[config.mk]
export PLATFORM = sky130hd
export DESIGN_NAME = iir_sample_buf
export DESIGN_NICKNAME = d
export VERILOG_FILES = /design/src/hdl/iir_pkg.sv /design/src/hdl/iir_sample_buf.sv
export SDC_FILE = /design/constraint.sdc
export NUM_CORES = 1
export LEC_CHECK = 0
export ABC_AREA = 1
export BUFFER_PORTS_ARGS = -buffer_cell sky130_fd_sc_hd__buf_4
export CELL_PAD_IN_SITES_DETAIL_PLACEMENT = 1
export CELL_PAD_IN_SITES_GLOBAL_PLACEMENT = 1
export CORE_MARGIN = 3
export CORE_UTILIZATION = 45
export CTS_CLUSTER_DIAMETER = 30
export DETAILED_ROUTE_END_ITERATION = 7
export HOLD_SLACK_MARGIN = 0.05
export PLACE_DENSITY_LB_ADDON = 0.3
export SYNTH_ARGS = -nofsm -noshare
export SYNTH_HDL_FRONTEND = slang
export SYNTH_SLANG_ARGS = --single-unit
[constraint.sdc]
create_clock -name wb_clk_i -period 2.95 [get_ports wb_clk_i]
set_input_delay 0.59 -clock wb_clk_i [delete_from_list [all_inputs] [get_ports wb_clk_i]]
set_output_delay 0.59 -clock wb_clk_i [all_outputs]
set_load 0.05 [all_outputs]
[src/hdl/iir_pkg.sv]
package iir_pkg;

   // input samples and coefficients are 16 bit signed
   typedef logic signed [15:0] sample_t;

   // Q1.14 coefficient
   typedef logic signed [15:0] coef_t;

   // filter output, wraps in 32 bits
   typedef logic signed [31:0] result_t;

   // fraction bits dropped after accumulation
   localparam int COEF_FRAC = 14;

   // width of the buffer write address field
   localparam int BUF_AW = 16;

   // one biquad section
   typedef struct packed {
      coef_t b0;
      coef_t b1;
      coef_t b2;
      coef_t a1;
      coef_t a2;
   } coef_set_t;

   // write request into a sample buffer
   typedef struct packed {
      logic              en;
      logic [BUF_AW-1:0] addr;
      logic [31:0]       data;
   } buf_wr_t;

   // word addresses, byte address bits [7:2]
   typedef enum logic [5:0] {
      CTRL   = 6'd0,
      STATUS = 6'd1,
      LEN    = 6'd2,
      B0     = 6'd3,
      B1     = 6'd4,
      B2     = 6'd5,
      A1     = 6'd6,
      A2     = 6'd7,
      X_ADDR = 6'd8,
      X_DATA = 6'd9,
      Y_ADDR = 6'd10,
      Y_DATA = 6'd11
   } reg_addr_e;

endpackage
[src/hdl/iir_sample_buf.sv]
`timescale 1ns/100ps

module iir_sample_buf #(
   parameter int  N_SAMPLES = 32,
   parameter type entry_t   = iir_pkg::sample_t
) (
   input  logic                          wb_clk_i,
   input  iir_pkg::buf_wr_t              wr_i,
   input  logic [$clog2(N_SAMPLES)-1:0]  rd_addr_i,
   output entry_t                        rd_data_o
);

   localparam int IW = $clog2(N_SAMPLES);
   localparam int EW = $bits(entry_t);

   entry_t        mem [N_SAMPLES];
   logic [IW-1:0] wr_addr;
   entry_t        wr_data;

   // index within the buffer, upper address bits are ignored
   assign wr_addr = wr_i.addr[IW-1:0];

   // samples keep only the low half of the bus word
   assign wr_data = entry_t'(wr_i.data[EW-1:0]);

   always_ff @(posedge wb_clk_i) begin
      if (wr_i.en) begin
         mem[wr_addr] <= wr_data;
      end
   end

   // one cycle read latency, old data on a same-address write
   always_ff @(posedge wb_clk_i) begin
      rd_data_o <= mem[rd_addr_i];
   end

endmodule

Word-level counts from Yosys, hierarchy flattened
Memory sizes are Yosys's and may differ from the RTL's. A register that Yosys moved wholly into a read port is not among the register bits.
Index checks and enable logic that the tools add are counted.
W data, S select, Z words.
{"block": "totals", "register_bits": 0, "ramBits": 512, "input_bits": 55, "output_inout_bits": 16, "wordCells": 3, "n_memories": 1}
{"block": "classes", "muxes": 2}
{"name": "mem", "depth": 32, "width": 16, "read_ports": 1, "rd_ports_with_merged_regs": 1, "write_ports": 1, "line_no": "iir_sample_buf.sv:16", "source": "entry_t mem [N_SAMPLES];"}
{"op": "$mux W1", "n": 2}

Depth between registers and ports, before layout
Gate-level depths: netlist of run 1.
{"block": "depth", "word_depth": 2, "ltp_mapped": 12, "depth_no_buf": 9}

Worst setup path before layout of run 1
Ideal clock, no wire load.
{"block": "synth_timing", "kind": "input to register", "from": "input port wr_i[32] (netlist bit)", "to": "memory mem[0][0] (netlist bit) (enable)", "setup_ns": 0.388, "t_arrival_ns": 1.584, "slack_ns": 0.977, "cell_stages": 3, "n_path_buf": 0, "cell_sequence": "inv_1 -> nand3_1 -> nor2_1"}
{"item": "start, declared", "line_no": "iir_sample_buf.sv:8", "source": "input iir_pkg::buf_wr_t wr_i,"}
{"item": "end, declared", "line_no": "iir_sample_buf.sv:16"}
Straight into the memory's write port.

==> results.tsv, run 1 <==
stage	metric	value	unit
worst_setup_path	RR Startpoint	mem[27][5]	
floorplan	core area	46700	sq um
route	First-pass DRT Iterations	5	
clocking	Post-CTS Repair Setup Buffers	0	
outcome	run status	finished clean	
sta	crit share post-route	0.628	
clocking	CTS Buf Count	113	
place	DP HPWL	32600	um
final_layout	area of the multi-input gates	4830	sq um
place	DP Area	22300	sq um
floorplan	boundary pin count	71	
place	Port Buffers	43	
final_layout	flip-flop and latch area	15700	sq um
clocking	Hold Buf Count CTS	0	
grt	antenna violations before repair	1	
logic_synthesis	Mapped Nets	1849	
logic_synthesis	synth warn	0	
logic_synthesis	cell taking the most area after synthesis	edfxtp_1	
grt	first-pass GRT wire length	97600	um
logic_synthesis	post-synthesis sequential area ratio	0.737	
clocking	TritonCTS clock tree	built	
logic_synthesis	synthesized flop and latch total	528	
logic_synthesis	synthesized instance count	1794	
grt	vias in the first global route	16000	
sta	setup TNS	0	ps
sta	Final Hold Fails	0	
sta	Relative slew margins	0.484	
run	Max Cap Viol	0	
grt	gr ovfl total	0	
logic_synthesis	top-area cell type share of the netlist area	0.722	
route	routed len/inst	25.0	um
worst_setup_path	CP Class	primary input to flip-flop	
worst_setup_path	CP endpoint kind	flip-flop	
grt	largest net degree at the start of global routing	112	
logic_synthesis	synth top area cells	edfxtp_1 72%, nand2_1 13%, nand3_1 9.3%, dfxtp_1 1.5%, buf_6 1.3%	
place	Inst Count DP	2396	
grt	gr usage total	0.261	
route	drt total wl	65200	um
floorplan	Die H	224	um
route	via/cell ratio	5.68	
sta	clk_skew	22.3	ps
floorplan	# rows	79	
pwr	Worst VDD drop	0.000506	V
sta	fin crit period	1850	ps
clocking	worst skew pair latency	640	ps
sta	Slew Limit Fails	0	
pwr	PwrDens	862	nW/um^2
clocking	clk root buf	clkbuf_16	
worst_hold_path	hold_sp	rd_addr_i[4]	
floorplan	DIE WIDTH	224	um
place	gpl congestion	0.748	
clocking	CTS-repair resized insts	0	
clocking	Reg clk slew, reported paths	50	ps
sta	fmax	540	MHz
floorplan	Initial Utilization	0.457	
logic_synthesis	netlist area before placement	21300	sq um
route	post-route DRC violation count	0	
clocking	CTS max path bufs	3	
worst_setup_path	flop-to-flop setup slack	1560	ps
sta	measured slew at the worst slew-check pin	773	ps
logic_synthesis	Syn Area/Cell	11.9	sq um
final_layout	nets	1959	
clocking	H-tree levels	3	
floorplan	die area	50000	sq um
worst_setup_path	CP Max Fanout	57	
sta	RSZ-0062 raised after global routing	false	
route	via count	14800	
worst_setup_path	worst path required time	3500	ps
clocking	# clock sinks	528	
worst_setup_path	crit path launch	rd_addr_i[0]	
route	Detail Route Antenna Nets	0	
logic_synthesis	post-synth cell types	15	
final_layout	post-route insts no fill	2608	
worst_setup_path	crit path launch type	primary input	
sta	setup violators final	0	
worst_hold_path	Hold WC Path Type	primary input to flip-flop	
final_layout	final instance area	26200	sq um
final_layout	Synth-to-Final Area Change	23.2	%
final_layout	n_diodes	0	
route	Initial DRC Count	1284	
final_layout	FILL cells	4722	
pwr	Pleak	9.96	nW
final_layout	layout cells sized above 1	0.152	
worst_setup_path	Worst EP arrival	2400	ps
==> registers in the layout (all words and copies together), names as in the netlist <==
register / flops
rd_data_o: 16
mem: 512
==> critical path: stages <==
cell,delay [ps]
clkbuf_8,190
inv_8,300
buf_12,300
nand2_1,130
nand3_1,130
nand3_1,120
nand2_1,100
nand2_1,140
nand2_1,120
nand2_1,60
nand2_1,110
==> cell usage in the layout (no fill, tap or decap) <==
master and instances:
nand2_1 720, edfxtp_1 512, nand3_1 396, clkbuf_16 121, buf_4 91, clkinv_2 25, nor2_1 20, bufinv_16 18
dfxtp_1 16, clkinv_1 14, nor2_2 12, clkbuf_1 12, buf_12 11, clkinvlp_4 9, inv_1 7, inv_4 5
clkinv_4 5, clkbuf_8 3, inv_8 1, inv_2 1, inv_16 1, inv_6 1
==> metal layers <==
metal / wire, um / global-route usage
met4: 2230 / 0.104
met1: 25800 / 0.335
met5: 11 / 0
met3: 4420 / 0.0486
met2: 32700 / 0.443
==> worst paths after layout <==
check,endpoint,cells after the start
max,rd_data_o[11],11
min reg2reg,rd_data_o[14],8
min,rd_data_o[0],3
max reg2reg,rd_data_o[5],8
==> cells in the mapped netlist <==
cell type,number
nand2_1,720
edfxtp_1,512
nand3_1,396
buf_2,33
nor2_1,32
buf_4,28
buf_6,24
clkbuf_1,19
dfxtp_1,16
inv_1,8
buf_1,2
buf_12,1
buf_8,1
inv_2,1
inv_6,1
==> area by class of cell <==
class / count / share of cell area
Clock inverter: 77 / 0.0337
Clock buffer: 135 / 0.118
Multi-Input combinational cell: 1148 / 0.184
Tap cell: 607 / 0.0289
Inverter: 10 / 0.00181
Sequential cell: 528 / 0.598
Timing Repair Buffer: 103 / 0.0350
==> cells by family after synthesis <==
kind of cell / synth area share
flip-flops: 0.737
buffers and inverters: 0.0377
AND/OR/NAND/NOR: 0.226
==> through the flow <==
step	setup WS, ps	hold slack, ps	power [mW]	util
CTS	1170	325	22.7	0.562
global placement	677	762	9.61	0.477
floorplan	977	688	9.20	-
finish	1100	357	22.6	0.562
global route	1040	344	23.2	0.562
detailed placement	599	785	9.65	0.477
==> report_power, final <==
part | internal, mW | switching (mW)
Clock | 9.00 | 4.05
Sequential | 8.36 | 0.0309
Combinational | 0.288 | 0.881
Note: power is estimated with default switching activity, not from simulation.
==> run 2, diff against run 1 <==
==> constraint.sdc (replaced) <==
create_clock -name wb_clk_i -period 1.9 [get_ports wb_clk_i]
set_input_delay 0.38 -clock wb_clk_i [delete_from_list [all_inputs] [get_ports wb_clk_i]]
set_output_delay 0.38 -clock wb_clk_i [all_outputs]
set_load 0.05 [all_outputs]
==> run 2 against run 1 <==
  * Die area stayed put
  * Critical path depth is 10 lower
  * Core utilization is 0.90 points higher
  * Register-to-register slack worse by 1000 ps
  * Total power is 51% higher
  * Sequential power is 55% higher
  * Via count is 1.3% higher
  * Worst setup slack worse by 930 ps
  * Non-clock buffer count is 39 higher
  * Clock skew is 4.3 ps higher
  * Combinational power is 67% higher
  * Global-route usage is 0.89 points higher
==> results.tsv, run 2 (same netlist as run 1, synthesis figures left out) <==
stage	metric	value	unit	change
outcome	run status	finished clean		
worst_setup_path	FF-to-FF End	rd_data_o[11]		
final_layout	Synth-to-Final Area Change	25.1	%	
sta	fin crit period	1740	ps	
route	Detail Route Antenna Nets	0		unchanged
sta	Relative slew margins	0.464		-0.0199
worst_setup_path	CP Max Fanout	1		-98%
floorplan	die area	50000	sq um	unchanged
worst_setup_path	CP Class	flip-flop to primary output		
worst_setup_path	CP cell instances	buf_4		
pwr	Reg power frac	0.382		+0.011
final_layout	area of the multi-input gates	4830	sq um	unchanged
worst_hold_path	hold_sp	wr_i[15]		
pwr	clock power share	0.561		-0.016
clocking	H-tree levels	3		unchanged
final_layout	most frequent cells in the layout	720 x nand2_1, 512 x edfxtp_1, 396 x nand3_1, 111 x clkbuf_16, 98 x buf_4		
route	drt total wl	67000	um	+2.8%
worst_setup_path	Critical Path Max Stage Delay	460	ps	+160 ps
pwr	Comb power frac	0.057		+0.005
clocking	CTS max path bufs	3		unchanged
sta	setup violators final	0		unchanged
worst_setup_path	Worst EP arrival	1360	ps	-1040 ps
place	Port Buffers	43		unchanged
route	routed len/inst	25.4	um	+1.7%
worst_setup_path	flop-to-flop setup slack	540	ps	-1020 ps
floorplan	DIE WIDTH	224	um	unchanged
grt	antenna violations before repair	0		-1
grt	gr usage total	0.270		+0.00895
sta	crit share post-route	0.914		
worst_setup_path	CP delay by family, top	flip-flops		
route	Initial DRC Count	1646		+28%
route	First-pass DRT Iterations	5		unchanged
worst_setup_path	Buf/Inv on CP	1		-2
sta	RSZ-0062 raised after global routing	false		
floorplan	core area	46700	sq um	unchanged
route	via count	15000		+1.3%
final_layout	commonest non-fill, non-tap cell in the layout	nand2_1		
worst_setup_path	CP endpoint kind	primary output		
grt	largest net degree at the start of global routing	61		-46%
place	DP HPWL	35500	um	+9.0%
worst_setup_path	critical path's slowest cell	dfxtp_1		
clocking	Hold Buf Count CTS	0		unchanged
clocking	TritonCTS clock tree	built		
clocking	clk root buf	clkbuf_16		
grt	gr ovfl total	0		unchanged
clocking	Reg clk slew, reported paths	50	ps	about the same
floorplan	boundary pin count	71		unchanged
pwr	sw frac	0.234		+0.0148
pwr	Final Total Pwr	34.1	mW	+51%
final_layout	layout cells sized above 1	0.168		+0.0161
sta	Slew Limit Fails	0		unchanged
final_layout	max FFs per register	512		unchanged
route	via/cell ratio	5.69		+0.18%
run	Max Cap Viol	0		unchanged
pwr	NetSw	7.99	mW	+61%
pwr	Pint	26.1	mW	+48%
worst_setup_path	crit path launch type	flip-flop		
grt	first-pass GRT wire length	100000	um	+3.0%
pwr	Worst VDD drop	0.000748	V	+48%
worst_setup_path	Worst Reg-to-Reg Cells	8		unchanged
floorplan	Initial Utilization	0.457		unchanged
worst_hold_path	worst hold stages	1		-2
floorplan	# rows	79		unchanged
floorplan	Die H	224	um	unchanged
final_layout	n_diodes	0		unchanged
clocking	worst skew pair latency	650	ps	about the same
sta	fmax	576	MHz	
final_layout	largest reg by FF count	mem		
pwr	Pleak	10.1	nW	+1.3%
clocking	# clock sinks	528		unchanged
final_layout	FILL cells	4699		-0.49%
clocking	CTS-repair resized insts	0		unchanged
final_layout	flip-flop and latch area	15700	sq um	unchanged
worst_setup_path	worst path required time	1520	ps	-1980 ps
route	post-route DRC violation count	0		unchanged
worst_hold_path	Hold Path End	mem[12][15]		
worst_setup_path	critical path depth in cells	1		-10
final_layout	biggest regs	mem (512), rd_data_o (16)		
sta	Final Hold Fails	0		unchanged
sta	setup TNS	0	ps	unchanged
worst_hold_path	Hold WC Path Type	primary input to flip-flop		
sta	clk_skew	26.6	ps	+4.33 ps
place	gpl congestion	0.790		+5.6%
worst_setup_path	RR Startpoint	mem[29][11]		
clocking	Post-CTS Repair Setup Buffers	0		unchanged
grt	vias in the first global route	16600		+3.4%
sta	measured slew at the worst slew-check pin	803	ps	+29.8 ps
clocking	CTS Buf Count	109		-3.5%
final_layout	nets	1994		+1.8%
pwr	PwrDens	1280	nW/um^2	+48%
-- run 2: cell count changes in the layout (fill, tap and decap cells not counted), moves of 5 or more --
cell	previous run	this run
buf_4	91	98
inv_6	1	11
clkbuf_16	121	111
clkinv_4	5	13
clkinvlp_4	9	16
clkinv_2	25	17
clkinv_1	14	9
buf_12	11	43
-- run 2: metrics by stage --
stage	cell area [sq um]	hold WS [ps]	std cells	utilization	worst slack, ps
2_1_floorplan	21300	479	1794	-	137
3_3_place_gp	22900	749	2435	0.492	31.9
3_5_place_dp	22900	783	2435	0.492	-41.8
4_1_cts	26700	162	2636	0.571	156
5_1_grt	26700	179	2636	0.571	165
6_report	26700	180	2636	0.571	163
-- run 2: power by group through the flow --
stage	Combinational (mW)	Clock, mW	Sequential (mW)
floorplan	0.900	0	13.4
global placement	1.80	0	13.2
detailed placement	1.88	0	13.2
CTS	1.94	19.3	13.0
global route	2.09	19.9	13.0
finish	1.95	19.1	13.0
-- run 2: worst max-delay path by stage --
| stage | startpoint | to | slack [ps] |
|---|---|---|---|
| 2_1_floorplan | wr_i[32] | mem[0][0] | 140 |
| 3_3_place_gp | rd_addr_i[0] | rd_data_o[13] | 30 |
| 3_5_place_dp | rd_addr_i[0] | rd_data_o[10] | -40 |
| 4_1_cts | rd_data_o[9] | rd_data_o[9] | 160 |
| 5_1_grt | rd_data_o[9] | rd_data_o[9] | 160 |
| 6_report | rd_data_o[9] | rd_data_o[9] | 160 |
-- run 2: final cells by class --
| cell class | count | share of cell area |
|---|---|---|
| clock buffers | 119 | 0.105 |
| clock inverters | 82 | 0.0338 |
| inverters | 10 | 0.00178 |
| multi-input cells | 1148 | 0.181 |
| flip-flops and latches | 528 | 0.589 |
| well taps | 607 | 0.0285 |
| repair buffers | 142 | 0.0604 |
-- run 2: metal layers --
| metal | GRT usage | vias to the layer above | share of wire |
|---|---|---|---|
| li1 | - | 6588 | - |
| met1 | 0.342 | 7605 | 0.40 |
| met2 | 0.456 | 620 | 0.50 |
| met3 | 0.0461 | 174 | 0.068 |
| met4 | 0.128 | 0 | 0.041 |
| met5 | 0 | - | 0 |
