`src/hdl/iir_pkg.sv`:
```
package iir_pkg;

   // input samples and coefficients are 16 bit signed
   typedef logic signed [15:0] sample_t;

   // Q1.14 coefficient
   typedef logic signed [15:0] coef_t;

   // filter output, wraps in 32 bits
   typedef logic signed [31:0] result_t;

   // fraction bits dropped after accumulation
   localparam int COEF_FRAC = 14;

   // width of the buffer write address field
   localparam int BUF_AW = 16;

   // one biquad section
   typedef struct packed {
      coef_t b0;
      coef_t b1;
      coef_t b2;
      coef_t a1;
      coef_t a2;
   } coef_set_t;

   // write request into a sample buffer
   typedef struct packed {
      logic              en;
      logic [BUF_AW-1:0] addr;
      logic [31:0]       data;
   } buf_wr_t;

   // word addresses, byte address bits [7:2]
   typedef enum logic [5:0] {
      CTRL   = 6'd0,
      STATUS = 6'd1,
      LEN    = 6'd2,
      B0     = 6'd3,
      B1     = 6'd4,
      B2     = 6'd5,
      A1     = 6'd6,
      A2     = 6'd7,
      X_ADDR = 6'd8,
      X_DATA = 6'd9,
      Y_ADDR = 6'd10,
      Y_DATA = 6'd11
   } reg_addr_e;

endpackage
```
`src/hdl/iir_regs.sv`:
```
`timescale 1ns/100ps

module iir_regs #(
   parameter int N_SAMPLES = 32
) (
   input  logic                          wb_clk_i,
   input  logic                          wb_rst_i,
   input  logic [31:0]                   wb_adr_i,
   input  logic                          wb_cyc_i,
   input  logic                          wb_stb_i,
   input  logic                          wb_we_i,
   input  logic [31:0]                   wb_dat_i,
   output logic [31:0]                   wb_dat_o,
   output logic                          wb_ack_o,
   output logic                          wb_err_o,
   output logic                          int_o,
   output iir_pkg::coef_set_t            coef_o,
   output logic [$clog2(N_SAMPLES):0]    len_o,
   output logic                          start_o,
   output iir_pkg::buf_wr_t              x_wr_o,
   output logic [$clog2(N_SAMPLES)-1:0]  y_addr_o,
   input  iir_pkg::result_t              y_data_i,
   input  logic                          busy_i,
   input  logic                          block_done_i
);
   import iir_pkg::*;

   localparam int IW = $clog2(N_SAMPLES);
   localparam int LW = IW + 1;

   reg_addr_e     word;
   logic          req;
   logic          mapped;
   logic          blocked;
   logic          accept;
   logic          wr_ok;
   logic          irq_en;
   logic          done;
   logic [IW-1:0] x_addr;
   logic [31:0]   rd_data;

   function automatic logic [31:0] sext(input coef_t c);
      return {{16{c[15]}}, c};
   endfunction

   assign word = reg_addr_e'(wb_adr_i[7:2]);

   // new request only while no response is on the bus
   assign req = wb_cyc_i & wb_stb_i & ~wb_ack_o & ~wb_err_o;
   assign mapped = (wb_adr_i[31:8] == '0) && (word <= Y_DATA);

   // block data and coefficients are locked during a run
   assign blocked = busy_i & wb_we_i &
                    ((word == LEN) || (word == X_DATA) || ((word >= B0) && (word <= A2)));

   assign accept = req & mapped & ~blocked;
   assign wr_ok  = accept & wb_we_i;

   always_comb begin
      case (word)
         CTRL:    rd_data = {30'd0, irq_en, 1'b0};
         STATUS:  rd_data = {30'd0, done, busy_i};
         LEN:     rd_data = 32'(len_o);
         B0:      rd_data = sext(coef_o.b0);
         B1:      rd_data = sext(coef_o.b1);
         B2:      rd_data = sext(coef_o.b2);
         A1:      rd_data = sext(coef_o.a1);
         A2:      rd_data = sext(coef_o.a2);
         X_ADDR:  rd_data = 32'(x_addr);
         Y_ADDR:  rd_data = 32'(y_addr_o);
         Y_DATA:  rd_data = y_data_i;
         default: rd_data = '0;
      endcase
   end

   always_ff @(posedge wb_clk_i) begin
      if (wb_rst_i) begin
         wb_ack_o  <= 1'b0;
         wb_err_o  <= 1'b0;
         start_o   <= 1'b0;
         irq_en    <= 1'b0;
         done      <= 1'b0;
         len_o     <= '0;
         coef_o    <= '0;
         x_addr    <= '0;
         y_addr_o  <= '0;
         x_wr_o.en <= 1'b0;
      end else begin
         wb_ack_o <= accept;
         wb_err_o <= req & ~accept;
         // start is dropped while a block is running
         start_o  <= wr_ok & (word == CTRL) & wb_dat_i[0] & ~busy_i;

         x_wr_o.en   <= wr_ok & (word == X_DATA);
         x_wr_o.addr <= {{(BUF_AW-IW){1'b0}}, x_addr};
         x_wr_o.data <= wb_dat_i;

         // end of block wins over a clear in the same cycle
         if (block_done_i) begin
            done <= 1'b1;
         end else if (wr_ok && (word == STATUS) && wb_dat_i[1]) begin
            done <= 1'b0;
         end

         if (wr_ok) begin
            case (word)
               CTRL:   irq_en <= wb_dat_i[1];
               LEN: begin
                  if (wb_dat_i > 32'(N_SAMPLES)) begin
                     len_o <= LW'(N_SAMPLES);
                  end else begin
                     len_o <= wb_dat_i[LW-1:0];
                  end
               end
               B0:     coef_o.b0 <= wb_dat_i[15:0];
               B1:     coef_o.b1 <= wb_dat_i[15:0];
               B2:     coef_o.b2 <= wb_dat_i[15:0];
               A1:     coef_o.a1 <= wb_dat_i[15:0];
               A2:     coef_o.a2 <= wb_dat_i[15:0];
               X_ADDR: x_addr <= wb_dat_i[IW-1:0];
               // wraps at the end of the buffer
               X_DATA: x_addr <= x_addr + 1'b1;
               Y_ADDR: y_addr_o <= wb_dat_i[IW-1:0];
               default: ;
            endcase
         end
      end
   end

   // read data sampled on the accepting edge
   always_ff @(posedge wb_clk_i) begin
      if (req) begin
         wb_dat_o <= rd_data;
      end
   end

   assign int_o = done & irq_en;

endmodule

```
`config.mk`:
```
export PLATFORM = sky130hd
export DESIGN_NAME = iir_regs
export DESIGN_NICKNAME = d
export VERILOG_FILES = /design/src/hdl/iir_pkg.sv /design/src/hdl/iir_regs.sv
export SDC_FILE = /design/constraint.sdc
export NUM_CORES = 1
export LEC_CHECK = 0
export BUFFER_PORTS_ARGS = -buffer_cell sky130_fd_sc_hd__buf_2
export CORE_MARGIN = 1
export CORE_UTILIZATION = 44
export DETAILED_ROUTE_END_ITERATION = 12
export PLACE_DENSITY = 0.87
export SLEW_MARGIN = 20
export SYNTH_ARGS = -nofsm -noshare
export SYNTH_HDL_FRONTEND = slang
export SYNTH_SLANG_ARGS = --single-unit
```
`constraint.sdc`:
```
create_clock -name wb_clk_i -period 2.82 [get_ports wb_clk_i]
set_clock_uncertainty 0.2 [all_clocks]
set_input_delay 0.141 -clock wb_clk_i [delete_from_list [all_inputs] [get_ports wb_clk_i]]
set_output_delay 0.141 -clock wb_clk_i [all_outputs]
set_load 0.02 [all_outputs]
```
After elaboration in Yosys (flattened, before gate mapping)
Index checks and enable logic that the tools add are counted.
{"block": "totals", "register_bits": 171, "out_inout_bits": 176}
{"block": "classes", "add_sub_neg": 1, "order_cmp": 4, "n_eq_ne": 11, "muxes": 5, "n_bitwise": 19, "reduce_logical": 19}
{"operator": "32-bit case mux with 11 select lines", "n": 1}
{"operator": "32-bit by 6-bit > comparator with 1-bit output, second input constant", "n": 1}
{"operator": "6-bit by 3-bit equality test with 1-bit output, second input constant", "n": 4}
{"operator": "6-bit by 4-bit equality test with 1-bit output, second input constant", "n": 4}
{"operator": "24-bit zero test", "n": 1}
{"operator": "2-bit AND reduction", "n": 9}
{"operator": "1-bit AND", "n": 14}
{"operator": "6-bit by 2-bit equality test with 1-bit output, second input constant", "n": 2}
{"operator": "5-bit case mux with 2 select lines", "n": 1}
{"operator": "6-bit by 1-bit equality test with 1-bit output, second input constant", "n": 1}
{"operator": "6-bit by 2-bit >= comparator with 1-bit output, second input constant", "n": 1}
{"operator": "6-bit by 3-bit <= comparator with 1-bit output, second input constant", "n": 1}
{"operator": "6-bit by 4-bit <= comparator with 1-bit output, second input constant", "n": 1}
{"operator": "6-bit zero test", "n": 1}
{"operator": "6-bit two-way mux", "n": 1}
{"operator": "5-bit by 1-bit adder with 5-bit output, second input constant", "n": 1}
{"operator": "1-bit inverter", "n": 5}
{"operator": "1-bit logical AND", "n": 4}
{"operator": "2-bit nonzero test", "n": 2}
{"operator": "1-bit logical OR", "n": 2}
{"operator": "1-bit two-way mux", "n": 2}

Logic depth before layout (Yosys ltp)
Gate-level depths: netlist of run 1.
{"block": "logic_depth", "ltp_word": 11, "mapped_depth": 8, "ltp_nobuf": 5}

Worst setup path before layout of run 1
Ideal clock, no wire load.
{"block": "synth_path", "kind": "reg2reg", "from": "register wb_err_o", "to": "register coef_o[23] in the netlist's numbering", "setup_time_ns": 0.128, "arrival_time_ns": 2.508, "required_ns": 2.492, "slack_ns": -0.016, "path_stages_with_launch": 8, "n_path_buf": 2, "period_less_slack_ns": 2.836, "path_cell_list": "dfxtp_1 and4bb_2 nand4_2 or4_1 buf_4 buf_6 mux2i_1 nor2_1"}
{"block": "synth_between", "elab_chain_cells": 6}
{"element": "from (decl)", "line_no": "iir_regs.sv:15", "text": "output logic wb_err_o,"}
{"element": "from (signal assigned)", "line_no": "iir_regs.sv:90", "text": "wb_err_o <= req & ~accept;"}
{"element": "1-bit inverter", "line_no": "iir_regs.sv:49", "text": "assign req = wb_cyc_i & wb_stb_i & ~wb_ack_o & ~wb_err_o;"}
{"element": "1-bit AND", "line_no": "iir_regs.sv:49"}
{"element": "named net req", "line_no": "iir_regs.sv:32", "text": "logic req;"}
{"element": "1-bit AND (2 in series)", "line_no": "iir_regs.sv:56", "text": "assign accept = req & mapped & ~blocked;"}
{"element": "1-bit AND", "line_no": "iir_regs.sv:57", "text": "assign wr_ok = accept & wb_we_i;"}
{"element": "2-bit AND reduction (no line)"}
{"element": "to (decl)", "line_no": "iir_regs.sv:17", "text": "output iir_pkg::coef_set_t coef_o,"}
The timed path passes the listed nets, and every way through them passes these cells.
A chain may end at the register's enable or synchronous reset.

Final worst setup path of run 1
{"block": "layout_path", "from": "input wb_adr_i[21]", "to": "register done"}
{"block": "layout_between", "elab_chain_cells": 8}
{"element": "from (decl)", "line_no": "iir_regs.sv:8", "text": "input logic [31:0] wb_adr_i,"}
{"element": "24-bit zero test", "line_no": "iir_regs.sv:50", "text": "assign mapped = (wb_adr_i[31:8] == '0) && (word <= Y_DATA);"}
{"element": "1-bit logical AND", "line_no": "iir_regs.sv:50"}
{"element": "1-bit AND (2 in series)", "line_no": "iir_regs.sv:56"}
{"element": "1-bit AND", "line_no": "iir_regs.sv:57"}
{"element": "1-bit logical AND (2 in series)", "line_no": "iir_regs.sv:101", "text": "end else if (wr_ok && (word == STATUS) && wb_dat_i[1]) begin"}
{"element": "2-bit nonzero test (no line)"}
{"element": "to (signal assigned)", "line_no": "iir_regs.sv:82", "text": "done <= 1'b0;"}
{"element": "to (signal assigned)", "line_no": "iir_regs.sv:100", "text": "done <= 1'b1;"}
{"element": "to (signal assigned)", "line_no": "iir_regs.sv:102", "text": "done <= 1'b0;"}
{"element": "to (decl)", "line_no": "iir_regs.sv:38", "text": "logic done;"}
No other way between the ends.

==> out/metrics.cfg, run 1 <==
[worst_setup_path]
cpLargestDelayFamily = buffers and inverters
cp-startpoint = wb_adr_i[21]
slowest_stage = dlygate4sd3_1
critPathMaxStageDelay_ns = 0.58
rr_endpoint = done
worst-path-stages = 8
worstPathRequired_ns = 2.94
critPathKind = primary input to flop
ff2ff_path_depth = 6
crit_chain = dlygate4sd3_1 > buf_2 > nor4_1 > nand4_2 > nor3_2 > buf_4 > a31oi_1 > dlygate4sd3_1
reg2reg_slack_ns = 0.37
startpoint_type = primary input
worst_setup_path_end_kind = flop
cp-endpoint = done
worstPathBufferInverterCount = 4
path_max_fanout = 8
crit_path_frequent_cell = dlygate4sd3_1
worst-endpoint-arrival_ns = 2.68
r2r-start = wb_err_o

[floorplan]
die_h_microns = 129
num_rows = 46
start_util_pct = 44.8
io_pins = 279
die-area_sq_um = 16600
core_sq_um = 15800
die_x_microns = 129

[sta]
rsz0062_at_grt = false
worst_slew_pin_slew_ns = 0.987
tns_ns = 0
min_period_ns = 2.56
holdWs_ns = 0.0346
setup_viol = 0
max_clock_freq_mhz = 390
hold_viol_final = 0
report.final.slew_viol_count = 0
min_period_over_period_pct = 90.8
slew_headroom_pct = 34.2

[final_layout]
multiInputGateArea_sq_um = 2750
final_cell_mix = 265 x buf_2, 102 x dfxtp_1, 93 x mux2i_1
drive_above_1_share_pct = 35.0
layout.cells.non_filler = 1176
n_fill_cell = 1275
area_growth_pct = 38.7
final_common_cell = buf_2
nets = 1051
antenna_cells = 0
seq_area_sq_um = 4110
post-route-util_pct = 62.2

[synth]
synth-seq-cells = 171
synth_cell_types = 51
synth_fa_ha_area_share_pct = 0.176
syn_area_per_cell_sq_um = 11.5
synth_xor_area_share_pct = 0
synthSimpleGateAreaFrac_pct = 14.1
synth_edf_count = 69
synth_top_family_by_area = simple AND/OR/NAND/NOR gates
ys.flop_type = dfxtp_1
synth_compound_area_share_pct = 9.51
synthCells = 616
yosys_warnings = 0
async_flop_share_pct = 0
muxShareOfSynthArea_pct = 14.1
synth_area_sq_um = 7090
synth_seq_area_share_pct = 58.0

[power]
seqPwrFrac_pct = 50.6
power_switching_mw = 1.28
max-vdd-ir-drop_mv = 0.433
p_clk_share_pct = 40.7
combPwrFrac_pct = 8.7
p_leak_nw = 4.84
intPower_mw = 3.96
p_per_area_nw_per_um2 = 533
p_sw_share_pct = 24.4

[detailed_routing]
via_per_inst = 5.53
wire_per_inst_microns = 19.4
drtIter0Drc = 656
ant_nets = 0
drc = 0
dr.pass1.iters = 5
num_vias = 6499
drt_wl_total_mm = 22.8

[placed_design]
dp.cells = 1076
place_congestion = 0.851
place_hpwl_mm = 15.2
port_buffers = 265

[global_routing]
grt_max_degree = 91
grt_pass1_wl_mm = 34.6
grt_pass1_vias = 6249
gr-total-overflow = 0
grt_use_total_pct = 28.0
antenna_found_initial = 0

[clock_tree]
clk_pin_slew_ns = 0.07
clk_latency_ns = 0.43
cts_htree_levels = 4
cts-root-buf = clkbuf_16
cts_buffer_depth = 2
cts_buffers = 17
cts_tree = yes
clock_sinks = 171
cts_post_setup_buffers_inserted = 0

[job]
maxCapViolCount = 0

[min_path]
hp-class = primary input to flop
worstHoldStart = wb_adr_i[2]

[outcome]
status = completed

-- layout make-up --
cell class,count,share of cell area [%]
clock buffer,18,4.46
clock inverter,14,0.967
inverter,2,0.0763
multi-input combinational,401,27.9
sequential,171,41.8
tap,216,2.75
timing repair buffer,354,22.0
-- worst min path at each step --
stage                            end  cells past startpoint
after floorplan              start_o                      1
after global placement    x_wr_o[16]                      1
after detailed placement  x_wr_o[16]                      1
after CTS                    start_o                      4
after global routing         start_o                      4
final                        start_o                      4
-- metrics by stage --
stage               cell area (sq um)  power [mW]  setup slack, ns
global placement                 8620        3.08            0.375
CTS                              9830        5.24            0.162
finish                           9840        5.24            0.258
detailed placement               8620        3.08            0.297
global route                     9840        5.42            0.122
floorplan                        7140        2.90            0.200
-- cell usage after synthesis (all sizes together), types with 2 or more instances --
library cell	count	area [sq um]
dfxtp	102	2040
mux2i	93	931
nor2	87	327
edfxtp	69	2070
a22oi	41	308
buf	29	194
nand3	29	145
clkbuf	23	86.3
nand2	22	85.1
a21o	18	135
nor4	16	121
o21ai	16	80.1
nand4	7	62.6
nor3	7	40.0
a21oi	5	25.0
and2	5	31.3
and3	4	25.0
mux2	4	45.0
or4	4	30.0
a222oi	3	30.0
and4	3	26.3
nor2b	3	18.8
nor4b	3	26.3
a211oi	2	15.0
a221o	2	20.0
a31oi	2	12.5
inv	2	7.51
-- registers in the layout, summed over array words and instances, names as in the netlist --
register  cells
y_addr_o      5
wb_err_o      1
x_addr        5
len_o         6
wb_dat_o     32
done          1
coef_o       80
irq_en        1
wb_ack_o      1
x_wr_o       38
start_o       1
-- layer usage --
layer | wire, microns | vias to the layer above | track usage, %
li1 | - | 2937 | -
met1 | 9150 | 3119 | 34.9
met2 | 10800 | 373 | 45.3
met3 | 2000 | 70 | 7.90
met4 | 795 | 0 | 12.8
met5 | 0 | - | 0
-- timing repair --
item	CTS	global route
endpoints found under the setup margin	0	1
resized for setup	0	1
hold buffers	68	0
endpoints found under the hold margin	153	0
-- tightest hold or removal path, stage by stage --
cell	delay, ns
buf_2	0.16
nor2_1	0.08
nand4_1	0.15
nor4b_1	0.08
-- power groups by stage --
stage          clock (mW)  sequential [mW]  combinational, mW
4_1_cts              2.14             2.65              0.449
6_report             2.13             2.65              0.458
3_3_place_gp            0             2.70              0.373
2_1_floorplan           0             2.79              0.111
3_5_place_dp            0             2.70              0.376
5_1_grt              2.27             2.66              0.487
-- cells by family after synthesis --
| group | after synthesis |
|---|---|
| AND/OR/NAND/NOR | 197 |
| other | 1 |
| AO/OA/AOI/OAI | 94 |
| multiplexers | 98 |
| flip-flops | 171 |
| buffers and inverters | 54 |
| adder cells (fa/ha/maj) | 1 |
Note: power is estimated with default switching activity, not from simulation.
==> run 2, diff against run 1 <==
CORE_UTILIZATION = 49   (was 44)
PLACE_DENSITY = 0.91   (was 0.87)
clock period = 2.6 ns   (was 2.82 ns; I/O delays follow)
==> run 2 against run 1 <==
Routed wire length rose by 2.8%; setup slack got worse by 0.13 ns; highest routed layer unchanged; cell area rose by 0.93%; largest cell class unchanged; first-iteration DRC count rose by 16%; clock power rose by 28%; flip-flop and latch count did not move; critical path depth fell by 1.
==> out/metrics.cfg, run 2 (synthesis gave the netlist of run 1 again) <==
[outcome]
status = completed  ; unchanged

[sta]
min_period_ns = 2.47
worst_slew_pin_slew_ns = 0.709  ; was 0.987 ns
max_clock_freq_mhz = 404
slew_headroom_pct = 52.4  ; was 34.2%
setup_viol = 0  ; unchanged
hold_viol_final = 0  ; unchanged
tns_ns = 0  ; unchanged
rsz0062_at_grt = false  ; unchanged
report.final.slew_viol_count = 0  ; unchanged
min_period_over_period_pct = 95.1

[final_layout]
seq_area_sq_um = 4110  ; unchanged
final_common_cell = buf_2  ; unchanged
nets = 1056  ; was 1051
largest_register_ffs = 80  ; unchanged
area_growth_pct = 40.0  ; was 38.7%
reg_top3 = coef_o (80), x_wr_o (38), wb_dat_o (32)  ; unchanged
multiInputGateArea_sq_um = 2750  ; about the same
drive_above_1_share_pct = 35.4  ; was 35.0%
regMostFlops = coef_o  ; unchanged
n_fill_cell = 947  ; was 1275
final_cell_mix = 265 x buf_2, 102 x dfxtp_1, 93 x mux2i_1  ; unchanged
antenna_cells = 0  ; unchanged

[floorplan]
die_x_microns = 122  ; was 129 microns
core_sq_um = 14000  ; was 15800 sq um
die_h_microns = 122  ; was 129 microns
io_pins = 279  ; unchanged
start_util_pct = 50.7  ; was 44.8%
die-area_sq_um = 15000  ; was 16600 sq um
num_rows = 43  ; was 46

[clock_tree]
cts-resized-gates = 0  ; unchanged
cts_htree_levels = 4  ; unchanged
cts_post_setup_buffers_inserted = 0  ; unchanged
clk_pin_slew_ns = 0.07  ; about the same
clk_latency_ns = 0.42  ; was 0.43 ns
hold_buffers = 66  ; was 68
cts_buffers = 17  ; unchanged
cts-root-buf = clkbuf_16  ; unchanged
cts_buffer_depth = 2  ; unchanged
cts_tree = yes  ; unchanged
clock_sinks = 171  ; unchanged

[min_path]
hold_end = start_o  ; unchanged
hp-class = primary input to flop  ; unchanged
worstHoldStart = wb_adr_i[2]  ; unchanged
holdPathStages = 4  ; unchanged

[detailed_routing]
drtIter0Drc = 761  ; was 656
num_vias = 6619  ; was 6499
drc = 0  ; unchanged
via_per_inst = 5.78  ; was 5.53
wire_per_inst_microns = 20.4  ; was 19.4 microns
ant_nets = 0  ; unchanged
dr.pass1.iters = 6  ; was 5
drt_wl_total_mm = 23.4  ; was 22.8 mm

[global_routing]
grt_pass1_vias = 6340  ; was 6249
gr-total-overflow = 0  ; unchanged
grt_pass1_wl_mm = 35.0  ; was 34.6 mm
antenna_found_initial = 0  ; unchanged
grt_use_total_pct = 31.2  ; was 28.0%
grt_max_degree = 53  ; was 91

[worst_setup_path]
worstPathRequired_ns = 2.72  ; was 2.94 ns
ff2ff_path_depth = 5  ; was 6
worst_setup_path_end_kind = flop  ; unchanged
startpoint_type = primary input  ; unchanged
worst-endpoint-arrival_ns = 2.59  ; was 2.68 ns
critPathKind = primary input to flop  ; unchanged
rr_endpoint = x_addr[2]  ; was done
r2r-start = wb_ack_o  ; was wb_err_o
path_max_fanout = 8  ; unchanged
reg2reg_slack_ns = 0.29  ; was 0.37 ns

[power]
p_leak_nw = 4.91  ; was 4.84 nW
intPower_mw = 4.65  ; was 3.96 mW
p_per_area_nw_per_um2 = 614  ; was 533 nW/um^2
p_sw_share_pct = 23.7  ; was 24.4%
p_clk_share_pct = 44.6  ; was 40.7%
power_switching_mw = 1.44  ; was 1.28 mW
seqPwrFrac_pct = 47.2  ; was 50.6%
p_total_mw = 6.10  ; was 5.24 mW
combPwrFrac_pct = 8.2  ; was 8.7%
max-vdd-ir-drop_mv = 0.468  ; was 0.433 mV

[job]
maxCapViolCount = 0  ; unchanged

[placed_design]
place_congestion = 0.922  ; was 0.851
place_hpwl_mm = 15.3  ; was 15.2 mm
port_buffers = 265  ; unchanged

-- run 2: worst max path at each step --
stage                             from    endpoint  slack [ns]  cells past startpoint
after floorplan               wb_ack_o  coef_o[23]        0.05                      7
after global routing      wb_adr_i[21]   x_addr[2]        0.01                      7
final                     wb_adr_i[21]   x_addr[2]        0.13                      7
after CTS                 wb_adr_i[21]  coef_o[46]        0.17                      8
after detailed placement  wb_adr_i[29]   x_addr[2]        0.08                      6
after global placement    wb_adr_i[29]   x_addr[2]        0.19                      6
-- run 2: worst max-delay path, stage by stage --
cell and delay, ns:
dlygate4sd3_1 0.55, buf_2 0.13, nor4_1 0.27, nand4_2 0.30, nor4_2 0.73, o21ai_0 0.19
a32o_1 0.29
-- run 2: power groups by stage --
stage	Combinational, mW	Clock (mW)	Sequential (mW)
6_report	0.502	2.72	2.88
5_1_grt	0.533	2.84	2.88
4_1_cts	0.490	2.72	2.87
3_5_place_dp	0.413	0	2.93
3_3_place_gp	0.406	0	2.93
2_1_floorplan	0.121	0	3.02
-- run 2: stage by stage --
| stage | cell area, sq um | cells | worst slack (ns) | util (%) | hold slack [ns] |
|---|---|---|---|---|---|
| 4_1_cts | 9930 | 1145 | 0.171 | 71.0 | 0.0318 |
| 3_5_place_dp | 8630 | 1047 | 0.0804 | 61.7 | 0.124 |
| 6_report | 9930 | 1145 | 0.127 | 71.0 | 0.0476 |
| 2_1_floorplan | 7140 | 626 | 0.0503 | - | 0.00674 |
| 3_3_place_gp | 8630 | 1047 | 0.191 | 61.7 | 0.123 |
| 5_1_grt | 9930 | 1145 | 0.0120 | 71.0 | 0.0617 |
-- run 2: metal layers --
layer  track usage (%)  vias to the layer above  part of all wire (%)
met5                 0                        -                     0
met2              51.2                      462                    48
met4              16.2                        0                   4.7
met3              6.69                      103                   9.6
met1              38.6                     3106                    38
li1                  -                     2948                     -
-- run 2: area by class of cell --
class                   count  area share [%]
flip-flops and latches    171            41.4
clock inverters            13            1.81
clock buffers              19            4.57
well taps                 180            2.27
repair buffers            359            22.1
multi-input cells         401            27.7
inverters                   2          0.0756
